[config.mk]
export PLATFORM = sky130hd
export DESIGN_NAME = odi_accel_top
export DESIGN_NICKNAME = d
export VERILOG_FILES = /design/src/source/odi_pkg.sv /design/src/source/odi_sequencer.sv /design/src/source/odi_bus_master.sv /design/src/source/odi_count_capture.sv /design/src/source/odi_accumulator.sv /design/src/source/odi_accel_top.sv
export SDC_FILE = /design/constraint.sdc
export NUM_CORES = 1
export LEC_CHECK = 0
export ABC_AREA = 1
export BUFFER_PORTS_ARGS = -buffer_cell sky130_fd_sc_hd__buf_2
export CORE_MARGIN = 1
export CORE_UTILIZATION = 60
export CTS_BUF_LIST = sky130_fd_sc_hd__clkbuf_16
export DETAILED_ROUTE_END_ITERATION = 8
export PLACE_DENSITY = 0.89
export SLEW_MARGIN = 20
export SYNTH_ARGS = -nofsm -noshare
export SYNTH_HDL_FRONTEND = slang
export SYNTH_SLANG_ARGS = --single-unit
[constraint.sdc]
create_clock -name avmm_clk -period 32.6 [get_ports avmm_clk]
set_input_delay 9.78 -clock avmm_clk [delete_from_list [all_inputs] [get_ports avmm_clk]]
set_output_delay 9.78 -clock avmm_clk [all_outputs]
set_load 0.02 [all_outputs]
[src/source/odi_pkg.sv]
/*
  Constants and types shared by the ODI bit-error accelerator.
  Addresses and selector codes assume the transceiver ODI and adaptation register map.
  Only the low byte of each register is ever read or written.
*/
`default_nettype none

package odi_pkg;

  // Configuration bus address map
  localparam int addr_width = 10;
  localparam logic [addr_width-1:0] addr_ctrl   = 10'h169;
  localparam logic [addr_width-1:0] addr_select = 10'h14c;
  localparam logic [addr_width-1:0] addr_status = 10'h177;

  // Adaptation status-bus selector codes, written to the low 7 bits of 0x14c
  localparam logic [6:0] sel_status = 7'h2d;
  localparam logic [6:0] sel_err_hi = 7'h2c;
  localparam logic [6:0] sel_err_lo = 7'h2b;
  localparam logic [6:0] sel_bit_hi = 7'h2a;
  localparam logic [6:0] sel_bit_lo = 7'h29;

  localparam int status_ready_bit = 1;

  // Low two bits of the ODI control byte, bit 1 is reset_n and bit 0 is start
  localparam logic [1:0] ctrl_rst_assert  = 2'b00;
  localparam logic [1:0] ctrl_rst_release = 2'b10;
  localparam logic [1:0] ctrl_run         = 2'b11;
  localparam logic [1:0] ctrl_halt        = 2'b10;

  localparam logic [5:0] pause_cycles = 6'd24;
  localparam int adpt_width = 16;

  typedef enum logic [1:0] {
    op_read  = 2'b01,
    op_write = 2'b10
  } odi_op_e;

  typedef enum logic [4:0] {
    st_idle, st_rd_ctrl,
    st_wr_start_0, st_wr_reset_0, st_wr_reset_1, st_wr_start_1, st_wr_stop,
    st_pause_status, st_pause_poll, st_pause_read,
    st_rd_select, st_poll_status,
    st_rd_err_hi, st_rd_err_lo, st_rd_bit_hi, st_rd_bit_lo,
    st_accum
  } odi_state_e;

endpackage

`default_nettype wire

[src/source/odi_sequencer.sv]
/*
  Control FSM of the ODI accelerator with one bus command in flight at a time.
  A command is issued the cycle after the previous bus_done.
  Selector writes run during the following pause, which outlasts any write.
*/
`timescale 1ns/1ps
`default_nettype none

module odi_sequencer (
  input  wire logic                            avmm_clk,
  input  wire logic                            avmm_reset,
  input  wire logic                            odi_reset,
  input  wire logic                            count_en,
  input  wire logic                            bus_done,
  input  wire logic [7:0]                      readdata,
  input  wire logic [7:0]                      ctrl_byte,
  input  wire logic                            select_bit7,
  output logic                                 cmd_valid,
  output odi_pkg::odi_op_e                     cmd_op,
  output logic [odi_pkg::addr_width-1:0]       cmd_addr,
  output logic [7:0]                           cmd_data,
  output logic                                 cap_ctrl,
  output logic                                 cap_select,
  output logic                                 cap_err_hi,
  output logic                                 cap_err_lo,
  output logic                                 cap_bit_hi,
  output logic                                 cap_bit_lo,
  output logic                                 accumulate
);
  import odi_pkg::*;

  odi_state_e            state;
  odi_state_e            state_d;
  logic [5:0]            pause_cnt;
  logic [1:0]            readout;
  logic                  in_pause;
  logic                  pause_end;
  logic                  issue;
  odi_op_e               issue_op;
  logic [addr_width-1:0] issue_addr;
  logic [7:0]            issue_data;

  assign in_pause  = (state == st_pause_status) || (state == st_pause_poll) ||
                     (state == st_pause_read);
  assign pause_end = in_pause && (pause_cnt == pause_cycles - 6'd1);

  // Read data is sampled by the capture block in the bus_done cycle
  assign cap_ctrl   = (state == st_rd_ctrl)   && bus_done;
  assign cap_select = (state == st_rd_select) && bus_done;
  assign cap_err_hi = (state == st_rd_err_hi) && bus_done;
  assign cap_err_lo = (state == st_rd_err_lo) && bus_done;
  assign cap_bit_hi = (state == st_rd_bit_hi) && bus_done;
  assign cap_bit_lo = (state == st_rd_bit_lo) && bus_done;
  assign accumulate = (state == st_accum);

  always_comb begin
    state_d    = state;
    issue      = 1'b0;
    issue_op   = op_read;
    issue_addr = addr_ctrl;
    issue_data = 8'h00;
    case (state)
      st_idle, st_accum: begin
        if (count_en) begin
          state_d = st_rd_ctrl;
          issue   = 1'b1;
        end else begin
          state_d = st_idle;
        end
      end
      // Control byte comes straight off the bus for the first write
      st_rd_ctrl: if (bus_done) begin
        state_d    = st_wr_start_0;
        issue      = 1'b1;
        issue_op   = op_write;
        issue_data = {readdata[7:1], 1'b0};
      end
      st_wr_start_0: if (bus_done) begin
        state_d    = st_wr_reset_0;
        issue      = 1'b1;
        issue_op   = op_write;
        issue_data = {ctrl_byte[7:2], ctrl_rst_assert};
      end
      st_wr_reset_0: if (bus_done) begin
        state_d    = st_wr_reset_1;
        issue      = 1'b1;
        issue_op   = op_write;
        issue_data = {ctrl_byte[7:2], ctrl_rst_release};
      end
      st_wr_reset_1: if (bus_done) begin
        state_d    = st_wr_start_1;
        issue      = 1'b1;
        issue_op   = op_write;
        issue_data = {ctrl_byte[7:2], ctrl_run};
      end
      st_wr_start_1: if (bus_done) begin
        state_d    = st_wr_stop;
        issue      = 1'b1;
        issue_op   = op_write;
        issue_data = {ctrl_byte[7:2], ctrl_halt};
      end
      st_wr_stop: if (bus_done) state_d = st_pause_status;
      st_pause_status: if (pause_end) begin
        state_d    = st_rd_select;
        issue      = 1'b1;
        issue_addr = addr_select;
      end
      st_rd_select: if (bus_done) begin
        state_d    = st_pause_poll;
        issue      = 1'b1;
        issue_op   = op_write;
        issue_addr = addr_select;
        issue_data = {readdata[7], sel_status};
      end
      st_pause_poll: if (pause_end) begin
        state_d    = st_poll_status;
        issue      = 1'b1;
        issue_addr = addr_status;
      end
      // Not ready yet, wait another pause and poll again
      st_poll_status: if (bus_done) begin
        if (readdata[status_ready_bit]) begin
          state_d    = st_pause_read;
          issue      = 1'b1;
          issue_op   = op_write;
          issue_addr = addr_select;
          issue_data = {select_bit7, sel_err_hi};
        end else begin
          state_d    = st_pause_poll;
        end
      end
      st_pause_read: if (pause_end) begin
        issue      = 1'b1;
        issue_addr = addr_status;
        case (readout)
          2'd0:    state_d = st_rd_err_hi;
          2'd1:    state_d = st_rd_err_lo;
          2'd2:    state_d = st_rd_bit_hi;
          default: state_d = st_rd_bit_lo;
        endcase
      end
      st_rd_err_hi, st_rd_err_lo, st_rd_bit_hi: if (bus_done) begin
        state_d    = st_pause_read;
        issue      = 1'b1;
        issue_op   = op_write;
        issue_addr = addr_select;
        case (state)
          st_rd_err_hi: issue_data = {select_bit7, sel_err_lo};
          st_rd_err_lo: issue_data = {select_bit7, sel_bit_hi};
          default:      issue_data = {select_bit7, sel_bit_lo};
        endcase
      end
      st_rd_bit_lo: if (bus_done) state_d = st_accum;
      default: state_d = st_idle;
    endcase
  end

  always_ff @(posedge avmm_clk or posedge avmm_reset) begin
    if (avmm_reset) begin
      state     <= st_idle;
      cmd_valid <= 1'b0;
      pause_cnt <= 6'd0;
      readout   <= 2'd0;
    end else if (odi_reset) begin
      state     <= st_idle;
      cmd_valid <= 1'b0;
      pause_cnt <= 6'd0;
      readout   <= 2'd0;
    end else begin
      state     <= state_d;
      cmd_valid <= issue;
      pause_cnt <= (in_pause && !pause_end) ? pause_cnt + 6'd1 : 6'd0;
      if (state == st_poll_status) begin
        readout <= 2'd0;
      end else if (state == st_pause_read && pause_end) begin
        readout <= readout + 2'd1;
      end
    end
  end

  // Command fields are loaded with each issued command
  always_ff @(posedge avmm_clk or posedge avmm_reset) begin
    if (avmm_reset) begin
      cmd_op   <= op_read;
      cmd_addr <= '0;
      cmd_data <= 8'h00;
    end else if (odi_reset) begin
      cmd_op   <= op_read;
      cmd_addr <= '0;
      cmd_data <= 8'h00;
    end else if (issue) begin
      cmd_op   <= issue_op;
      cmd_addr <= issue_addr;
      cmd_data <= issue_data;
    end
  end

endmodule

`default_nettype wire

[src/source/odi_bus_master.sv]
/*
  Bus strobe generator for the configuration bus.
  A write strobe lasts exactly one cycle and never waits for waitrequest.
  A read holds until waitrequest is low; bus_done marks valid read data.
*/
`timescale 1ns/1ps
`default_nettype none

module odi_bus_master #(
  parameter int data_width = 32
) (
  input  wire logic                            avmm_clk,
  input  wire logic                            avmm_reset,
  input  wire logic                            odi_reset,
  input  wire logic                            cmd_valid,
  input  wire odi_pkg::odi_op_e                cmd_op,
  input  wire logic [odi_pkg::addr_width-1:0]  cmd_addr,
  input  wire logic [7:0]                      cmd_data,
  input  wire logic                            waitrequest,
  output logic                                 read,
  output logic                                 write,
  output logic [odi_pkg::addr_width-1:0]       address,
  output logic [data_width-1:0]                writedata,
  output logic                                 bus_done
);
  import odi_pkg::*;

  assign bus_done = write || (read && !waitrequest);

  always_ff @(posedge avmm_clk or posedge avmm_reset) begin
    if (avmm_reset) begin
      read      <= 1'b0;
      write     <= 1'b0;
      address   <= '0;
      writedata <= '0;
    end else if (odi_reset) begin
      read      <= 1'b0;
      write     <= 1'b0;
      address   <= '0;
      writedata <= '0;
    end else if (cmd_valid) begin
      read      <= (cmd_op == op_read);
      write     <= (cmd_op == op_write);
      address   <= cmd_addr;
      writedata <= (cmd_op == op_write) ? {{(data_width-8){1'b0}}, cmd_data} : '0;
    end else if (!read || !waitrequest) begin
      // Idle bus shows zero address and data
      read      <= 1'b0;
      write     <= 1'b0;
      address   <= '0;
      writedata <= '0;
    end
  end

endmodule

`default_nettype wire

[src/source/odi_count_capture.sv]
/*
  Holds the saved control and select bytes of the current round.
  Error and bit counts arrive high byte first and are cleared at round start.
*/
`timescale 1ns/1ps
`default_nettype none

module odi_count_capture (
  input  wire logic                            avmm_clk,
  input  wire logic                            avmm_reset,
  input  wire logic                            odi_reset,
  input  wire logic [7:0]                      readdata,
  input  wire logic                            cap_ctrl,
  input  wire logic                            cap_select,
  input  wire logic                            cap_err_hi,
  input  wire logic                            cap_err_lo,
  input  wire logic                            cap_bit_hi,
  input  wire logic                            cap_bit_lo,
  output logic [7:0]                           ctrl_byte,
  output logic                                 select_bit7,
  output logic [odi_pkg::adpt_width-1:0]       adpt_errs,
  output logic [odi_pkg::adpt_width-1:0]       adpt_bits
);

  always_ff @(posedge avmm_clk or posedge avmm_reset) begin
    if (avmm_reset) begin
      ctrl_byte   <= 8'h00;
      select_bit7 <= 1'b0;
      adpt_errs   <= '0;
      adpt_bits   <= '0;
    end else if (odi_reset) begin
      ctrl_byte   <= 8'h00;
      select_bit7 <= 1'b0;
      adpt_errs   <= '0;
      adpt_bits   <= '0;
    end else begin
      if (cap_ctrl) begin
        ctrl_byte <= readdata;
        adpt_errs <= '0;
        adpt_bits <= '0;
      end
      if (cap_select) select_bit7 <= readdata[7];
      if (cap_err_hi) adpt_errs[15:8] <= readdata;
      if (cap_err_lo) adpt_errs[7:0]  <= readdata;
      if (cap_bit_hi) adpt_bits[15:8] <= readdata;
      if (cap_bit_lo) adpt_bits[7:0]  <= readdata;
    end
  end

endmodule

`default_nettype wire

[src/source/odi_accumulator.sv]
/*
  Bit and error accumulators, count_width+1 bits each.
  done is the top bit of the bit accumulator; once set, both sums freeze.
  snap copies the low count_width bits to the outputs on the next edge.
*/
`timescale 1ns/1ps
`default_nettype none

module odi_accumulator #(
  parameter int count_width = 50
) (
  input  wire logic                            avmm_clk,
  input  wire logic                            avmm_reset,
  input  wire logic                            odi_reset,
  input  wire logic                            accumulate,
  input  wire logic [odi_pkg::adpt_width-1:0]  adpt_bits,
  input  wire logic [odi_pkg::adpt_width-1:0]  adpt_errs,
  input  wire logic                            snap,
  output logic                                 done,
  output logic [count_width-1:0]               bit_count,
  output logic [count_width-1:0]               err_count
);
  import odi_pkg::*;

  logic [count_width:0] bit_acc;
  logic [count_width:0] err_acc;

  assign done = bit_acc[count_width];

  always_ff @(posedge avmm_clk or posedge avmm_reset) begin
    if (avmm_reset) begin
      bit_acc   <= '0;
      err_acc   <= '0;
      bit_count <= '0;
      err_count <= '0;
    end else if (odi_reset) begin
      bit_acc   <= '0;
      err_acc   <= '0;
      bit_count <= '0;
      err_count <= '0;
    end else begin
      // Overflow into the top bit stops both sums
      if (accumulate && !done) begin
        bit_acc <= bit_acc + {{(count_width+1-adpt_width){1'b0}}, adpt_bits};
        err_acc <= err_acc + {{(count_width+1-adpt_width){1'b0}}, adpt_errs};
      end
      if (snap) begin
        bit_count <= bit_acc[count_width-1:0];
        err_count <= err_acc[count_width-1:0];
      end
    end
  end

endmodule

`default_nettype wire

[src/source/odi_accel_top.sv]
/*
  ODI bit-error accelerator, a master on the transceiver configuration bus.
  Writes are single-cycle strobes and ignore waitrequest; reads wait for it.
  data_width must be at least 8, the upper writedata bits are always zero.
*/
`timescale 1ns/1ps
`default_nettype none

module odi_accel_top #(
  parameter int data_width  = 32,
  parameter int count_width = 50
) (
  input  wire logic                            avmm_clk,
  input  wire logic                            avmm_reset,
  output logic                                 odi_read,
  output logic                                 odi_write,
  output logic [odi_pkg::addr_width-1:0]       odi_address,
  output logic [data_width-1:0]                odi_writedata,
  input  wire logic [7:0]                      odi_readdata,
  input  wire logic                            odi_waitrequest,
  input  wire logic                            odi_count_en,
  input  wire logic                            odi_snap,
  input  wire logic                            odi_reset,
  output logic                                 odi_done,
  output logic [count_width-1:0]               odi_bit_count,
  output logic [count_width-1:0]               odi_err_count
);
  import odi_pkg::*;

  logic                  cmd_valid;
  odi_op_e               cmd_op;
  logic [addr_width-1:0] cmd_addr;
  logic [7:0]            cmd_data;
  logic                  bus_done;
  logic                  cap_ctrl;
  logic                  cap_select;
  logic                  cap_err_hi;
  logic                  cap_err_lo;
  logic                  cap_bit_hi;
  logic                  cap_bit_lo;
  logic                  accumulate;
  logic [7:0]            ctrl_byte;
  logic                  select_bit7;
  logic [adpt_width-1:0] adpt_errs;
  logic [adpt_width-1:0] adpt_bits;

  odi_sequencer odi_sequencer_inst (
    .avmm_clk, .avmm_reset, .odi_reset,
    .count_en (odi_count_en),
    .bus_done, .readdata (odi_readdata), .ctrl_byte, .select_bit7,
    .cmd_valid, .cmd_op, .cmd_addr, .cmd_data,
    .cap_ctrl, .cap_select, .cap_err_hi, .cap_err_lo, .cap_bit_hi, .cap_bit_lo,
    .accumulate
  );

  odi_bus_master #(.data_width(data_width)) odi_bus_master_inst (
    .avmm_clk, .avmm_reset, .odi_reset,
    .cmd_valid, .cmd_op, .cmd_addr, .cmd_data,
    .waitrequest (odi_waitrequest),
    .read (odi_read), .write (odi_write),
    .address (odi_address), .writedata (odi_writedata),
    .bus_done
  );

  odi_count_capture odi_count_capture_inst (
    .avmm_clk, .avmm_reset, .odi_reset,
    .readdata (odi_readdata),
    .cap_ctrl, .cap_select, .cap_err_hi, .cap_err_lo, .cap_bit_hi, .cap_bit_lo,
    .ctrl_byte, .select_bit7, .adpt_errs, .adpt_bits
  );

  odi_accumulator #(.count_width(count_width)) odi_accumulator_inst (
    .avmm_clk, .avmm_reset, .odi_reset,
    .accumulate, .adpt_bits, .adpt_errs,
    .snap (odi_snap),
    .done (odi_done), .bit_count (odi_bit_count), .err_count (odi_err_count)
  );

endmodule

`default_nettype wire

Word-level counts from Yosys, hierarchy flattened

Cells that the tools add are included.

Eq/ne operators: 34
Muxes and demuxes: 87
Add/subtract/negate cells: 4
Reduce and logical (&&, ||, !) cells: 40

Operator list:

| kind               | count |
|---|---|
| $mux 51            | 4 |
| $mux 50            | 4 |
| $mux 8             | 17 |
| $add 51x16->51     | 2 |
| $mux 32            | 3 |
| $mux 5             | 15 |
| $pmux 5 s14        | 1 |
| $mux 10            | 6 |
| $pmux 8 s7         | 1 |
| $mux 16            | 3 |
| $eq 5x4->1 const B | 8 |
| $pmux 10 s4        | 1 |
| $ne 3x2->1 const B | 13 |
| $mux 6             | 5 |
| $eq 5x3->1 const B | 4 |
| $reduce_bool 3->1  | 6 |
| $mux 2             | 8 |
| $mux 1             | 15 |
| $reduce_and 13->1  | 1 |
| $logic_and 1x1->1  | 11 |
| $eq 5x2->1 const B | 2 |
| $reduce_bool 2->1  | 5 |
| $reduce_or 9->1    | 1 |
| $pmux 2 s2         | 2 |
| other kinds (16)   | 27 |

Register bits after elaboration: 321
Input bits: 14

Longest topological paths before layout

Depth in word-level cells: 8
Gate-level depth with buffers: 14

Cells and area by module

A second synthesis with hierarchy kept.

Cell total of the unflattened synthesis: 2,310
Area, all modules: 16,631.0 µm²

Modules (own cells, without submodules):

| module            | times used | area each (µm²) | seq. area each (µm²) | cells an instance |
|---|---|---|---|---|
| odi_accumulator   | 1          | 11,931.4        | 5,029.8              | 1,712 |
| odi_sequencer     | 1          | 1,955.6         | 726.9                | 280 |
| odi_count_capture | 1          | 1,715.4         | 1,026.0              | 197 |
| odi_bus_master    | 1          | 1,028.5         | 500.5                | 121 |

Worst setup path before layout

No wires, ideal clock.

Path kind: input port to flip-flop
Start point: input port odi_waitrequest
End point: register odi_count_capture_inst.adpt_bits[0] (netlist bit)
Cell stages on the path: 9
Path buffers: 1
Library setup time: 0.131 ns
Required time: 32.469 ns
Arrival: 10.811 ns
Setup slack: 21.658 ns
Cells stage by stage: inv_1 nand2_1 nand2_1 inv_2 nor2_1 nand2_1 clkbuf_1 nand3_1 o21ai_0

Longest elaborated chain between the ends: 6
Elaborated cells on any way between the ends: 8

Ends and longest elaborated chain:

| what                  | RTL line                | source |
|---|---|---|
| start, declared       | odi_accel_top.sv:20     | `input wire logic odi_waitrequest,` |
| $logic_not 1->1 (*)   | odi_bus_master.sv:28    | `assign bus_done = write \|\| (read && !waitrequest);` |
| $logic_and 1x1->1 (*) | odi_bus_master.sv:28    |  |
| $logic_or 1x1->1 (*)  | odi_bus_master.sv:28    |  |
| $logic_and 1x1->1     | odi_sequencer.sv:53     | `assign cap_bit_lo = (state == st_rd_bit_lo) && bus_done;` |
| $mux 8                | odi_count_capture.sv:46 | `if (cap_bit_lo) adpt_bits[7:0] <= readdata;` |
| $mux 16               | odi_count_capture.sv:31 | `end else if (odi_reset) begin` |
| end, declared         | odi_count_capture.sv:22 | `output logic [odi_pkg::adpt_width-1:0] adpt_bits` |

Mark *: on every way between the ends. The rest lies on a longest branch, timed or not.
A chain may end at the register's enable or synchronous reset.

Worst setup path in the final report

Start point: input port odi_reset
End point: register odi_accumulator_inst.bit_count[0]

Longest elaborated chain between the ends: 1
Elaborated cells on any way between the ends: 2

Ends and longest elaborated chain:

| what                                         | RTL line              | source |
|---|---|---|
| start, declared                              | odi_accel_top.sv:23   | `input wire logic odi_reset,` |
| $mux 50 or $reduce_bool 2->1 (tied branches) | -                     |  |
| end signal, assigned                         | odi_accumulator.sv:48 | `bit_count <= bit_acc[count_width-1:0];` |
| end, declared                                | odi_accumulator.sv:20 | `output logic [count_width-1:0] bit_count,` |

Several ways; a longest one is shown, not always the timed one.

==> results.ini <==
[run_status]
outcome = completed

[synth]
synth_top_area_cell = dfrtp_1
ys_top_cells_by_count = nand2_1 (502), inv_1 (390), dfrtp_1 (283), nor2_1 (229), nand3_1 (167)
syn_area_um2 = 15600
synth_top_area_share_pct = 45.3
post-synth-top-count-cell = nand2_1
synth_seq_area_share_pct = 45.5
synth_seq_cells = 284
synth.distinct_cells = 40
synth-compound-area-share_pct = 10.3
ys_warn_count = 0
async_reset_ff_share_pct = 100
synthAdderAreaFrac_pct = 3.14
synthFlopType = dfrtp_1
avgSynthCellArea_um2 = 7.35
synth_xor_area_share_pct = 0.449
synth_top_family_by_area = simple AND/OR/NAND/NOR gates
synthTopCellsByArea = dfrtp_1 (45%), nand2_1 (12%), inv_1 (9.4%)
synth-simple-area-share_pct = 28.0
muxShareOfSynthArea_pct = 0
synthCells = 2126
synth_enable_flop_cells = 0

[clock_network]
cts.path.max_buffers = 3
cts_root_buf = clkbuf_16
clock_sinks = 284
cts_tree = built
cts_resized = 0
insertion_delay_ns = 0.55
clk_pin_slew_ns = 0.06
cts_setup_buffers = 0
holdBufCountCts = 0
htreeDepth = 1
cts-buffers-inserted = 29

[timing]
worst_slack_ns = 20.40
rsz0062_at_grt = no
post-route-period-util_pct = 37.4
hold_violations = 0
finClkSkew_ns = 0.00693
worstMarginPinSlew_ns = 1.13
max_freq_mhz = 82.0
min_period_ns = 12.20
hold_slack_ns = 0.475
finalSetupViolations = 0
slew-limit-headroom_pct = 24.4
tns_ns = 0
finalMaxSlewViolations = 0

[route]
drtAntennaViolNets = 0
viasPerCell = 5.70
dr.pass1.iters = 6
avgRoutedWirePerCell_um = 15.9
postRouteWirelength_mm = 41.0
via_count = 14723
drt_iter0_markers = 1526
drc = 0

[floorplan]
ioPinCount = 159
die-height_um = 163
die_area_um2 = 26700
std_cell_rows = 58
die-width_um = 163
core_um2 = 25300
initial_utilization_pct = 61.7

[placement]
postPlaceCellArea_um2 = 16400
dpl.hpwl_mm = 28.4
gp_congestion = 0.954
placed_cells = 2529
dp_slack_ns = 19.89
portBuffers = 132

[global_route]
grt-busiest-layer = met2
grtUsageMet2_pct = 50.8
grt_use_total_pct = 31.0
met3_usage_pct = 4.14
grtUsageMet1_pct = 42.0
gr-total-overflow = 0
grt_pass1_wl_mm = 66.8
antenna_found_initial = 0
grt_pass1_vias = 13848
grt_max_degree = 124

[worst_hold_path]
hp-class = reg -> reg
hold_start = odi_sequencer_inst.pause_cnt[0]

[pwr]
max-vdd-ir-drop_v = 0.0000446
p_per_area_nw_per_um2 = 42.8
p_leak_nw = 8.81
total_power_uw = 742

[cells_and_area]
final_area_um2 = 17300
nets = 2283
final_core_util_pct = 68.4
drive_gt1_share_pct = 9.59
diodes = 0
area_delta_synth_final_pct = 10.9
fillCellCount = 2067
final_cell_count_no_fill = 2582

[setup_path]
crit_path_end_kind = flop
critPathMaxFanout = 47
required_ns = 32.99
r2r-start = odi_sequencer_inst.state[1]
arrival_ns = 12.59
critPathMaxStageDelay_ns = 0.87
cp-startpoint = odi_reset
crit_path_start_kind = primary input
cp_slowest_cell = nand2_2
crit_chain = buf_2, clkinv_2, nand2_2, buf_4, o22ai_1
crit_type = in -> reg

[job]
drv_cap = 0

[area by class of cell]
cell class | count | area, µm² | area share [%]
clock buffer | 29 | 726 | 4.19
clock inverter | 23 | 193 | 1.11
inverter | 394 | 1490 | 8.58
multi-input combinational | 1381 | 6660 | 38.4
sequential | 284 | 7110 | 41.0
tap | 330 | 413 | 2.38
timing repair buffer | 141 | 748 | 4.32
[cells in the final DEF (no fill, tap or decap), drive strengths merged, types with 2 or more instances in the layout]
cell type / count
nand3: 169
a31oi: 3
o21bai: 2
bufinv: 3
clkbuf: 29
clkinvlp: 4
o21ai: 113
clkinv: 10
xnor2: 7
conb: 26
nor4: 4
nand2: 504
nor2: 235
dfrtp: 283
nor3: 31
fa: 2
buf: 141
nand4: 76
o21a: 2
a21oi: 61
inv: 400
o22ai: 104
ha: 36
or2: 3
[state kept, by name, summed over array words and instances (netlist names), 2 cells and up]
signal                            cells
odi_accumulator_inst.bit_acc         51
odi_accumulator_inst.bit_count       50
odi_accumulator_inst.err_acc         50
odi_accumulator_inst.err_count       50
odi_bus_master_inst.address           5
odi_bus_master_inst.writedata         8
odi_count_capture_inst.adpt_bits     16
odi_count_capture_inst.adpt_errs     16
odi_count_capture_inst.ctrl_byte      6
odi_sequencer_inst.cmd_addr           5
odi_sequencer_inst.cmd_data           8
odi_sequencer_inst.cmd_op             2
odi_sequencer_inst.pause_cnt          6
odi_sequencer_inst.readout            2
odi_sequencer_inst.state              5
[routing by layer]
layer  part of all wire (%)  wire length, µm
met1                     42            17000
met2                     47            19400
met3                    7.9             3230
met4                    3.3             1350
met5                      0                0
[report_power, final]
part | total, mW | internal, mW | switching (mW)
clock | 0.326 | 0.185 | 0.142
sequential | 0.360 | 0.357 | 0.00356
combinational | 0.0558 | 0.0116 | 0.0442
total | 0.742 | 0.553 | 0.189
[path summary, 6_finish.rpt]
| check | endpoint | slack, ns | cells after the start |
|---|---|---|---|
| min in group asynchronous | odi_accumulator_inst.err_count[4] | 9.40 | 2 |
| worst max-delay path | odi_accumulator_inst.bit_count[0] | 20.40 | 5 |
| worst min-delay path | odi_sequencer_inst.pause_cnt[0] | 0.47 | 1 |
| worst max register to register | odi_accumulator_inst.err_acc[25] | 29.72 | 9 |
| max in group asynchronous | odi_count_capture_inst.adpt_errs[10] | 21.21 | 4 |
| worst min register to register | odi_sequencer_inst.pause_cnt[0] | 0.47 | 1 |
[cells by family after synthesis]
kind of cell / count (synthesis)
other: 1
buffers and inverters: 486
DFF: 284
adders and majority gates: 38
xor gates and xnor gates: 8
AOI/OAI and AO/OA: 286
and+or+nand+nor: 1023
[worst max-delay path: cells and delay by family]
family                 cells  cell delay (ns)
buffers and inverters      3             1.72
AO/OA/AOI/OAI              1             0.20
AND/OR/NAND/NOR            1             0.87
(Power assumes the default switching activity.)
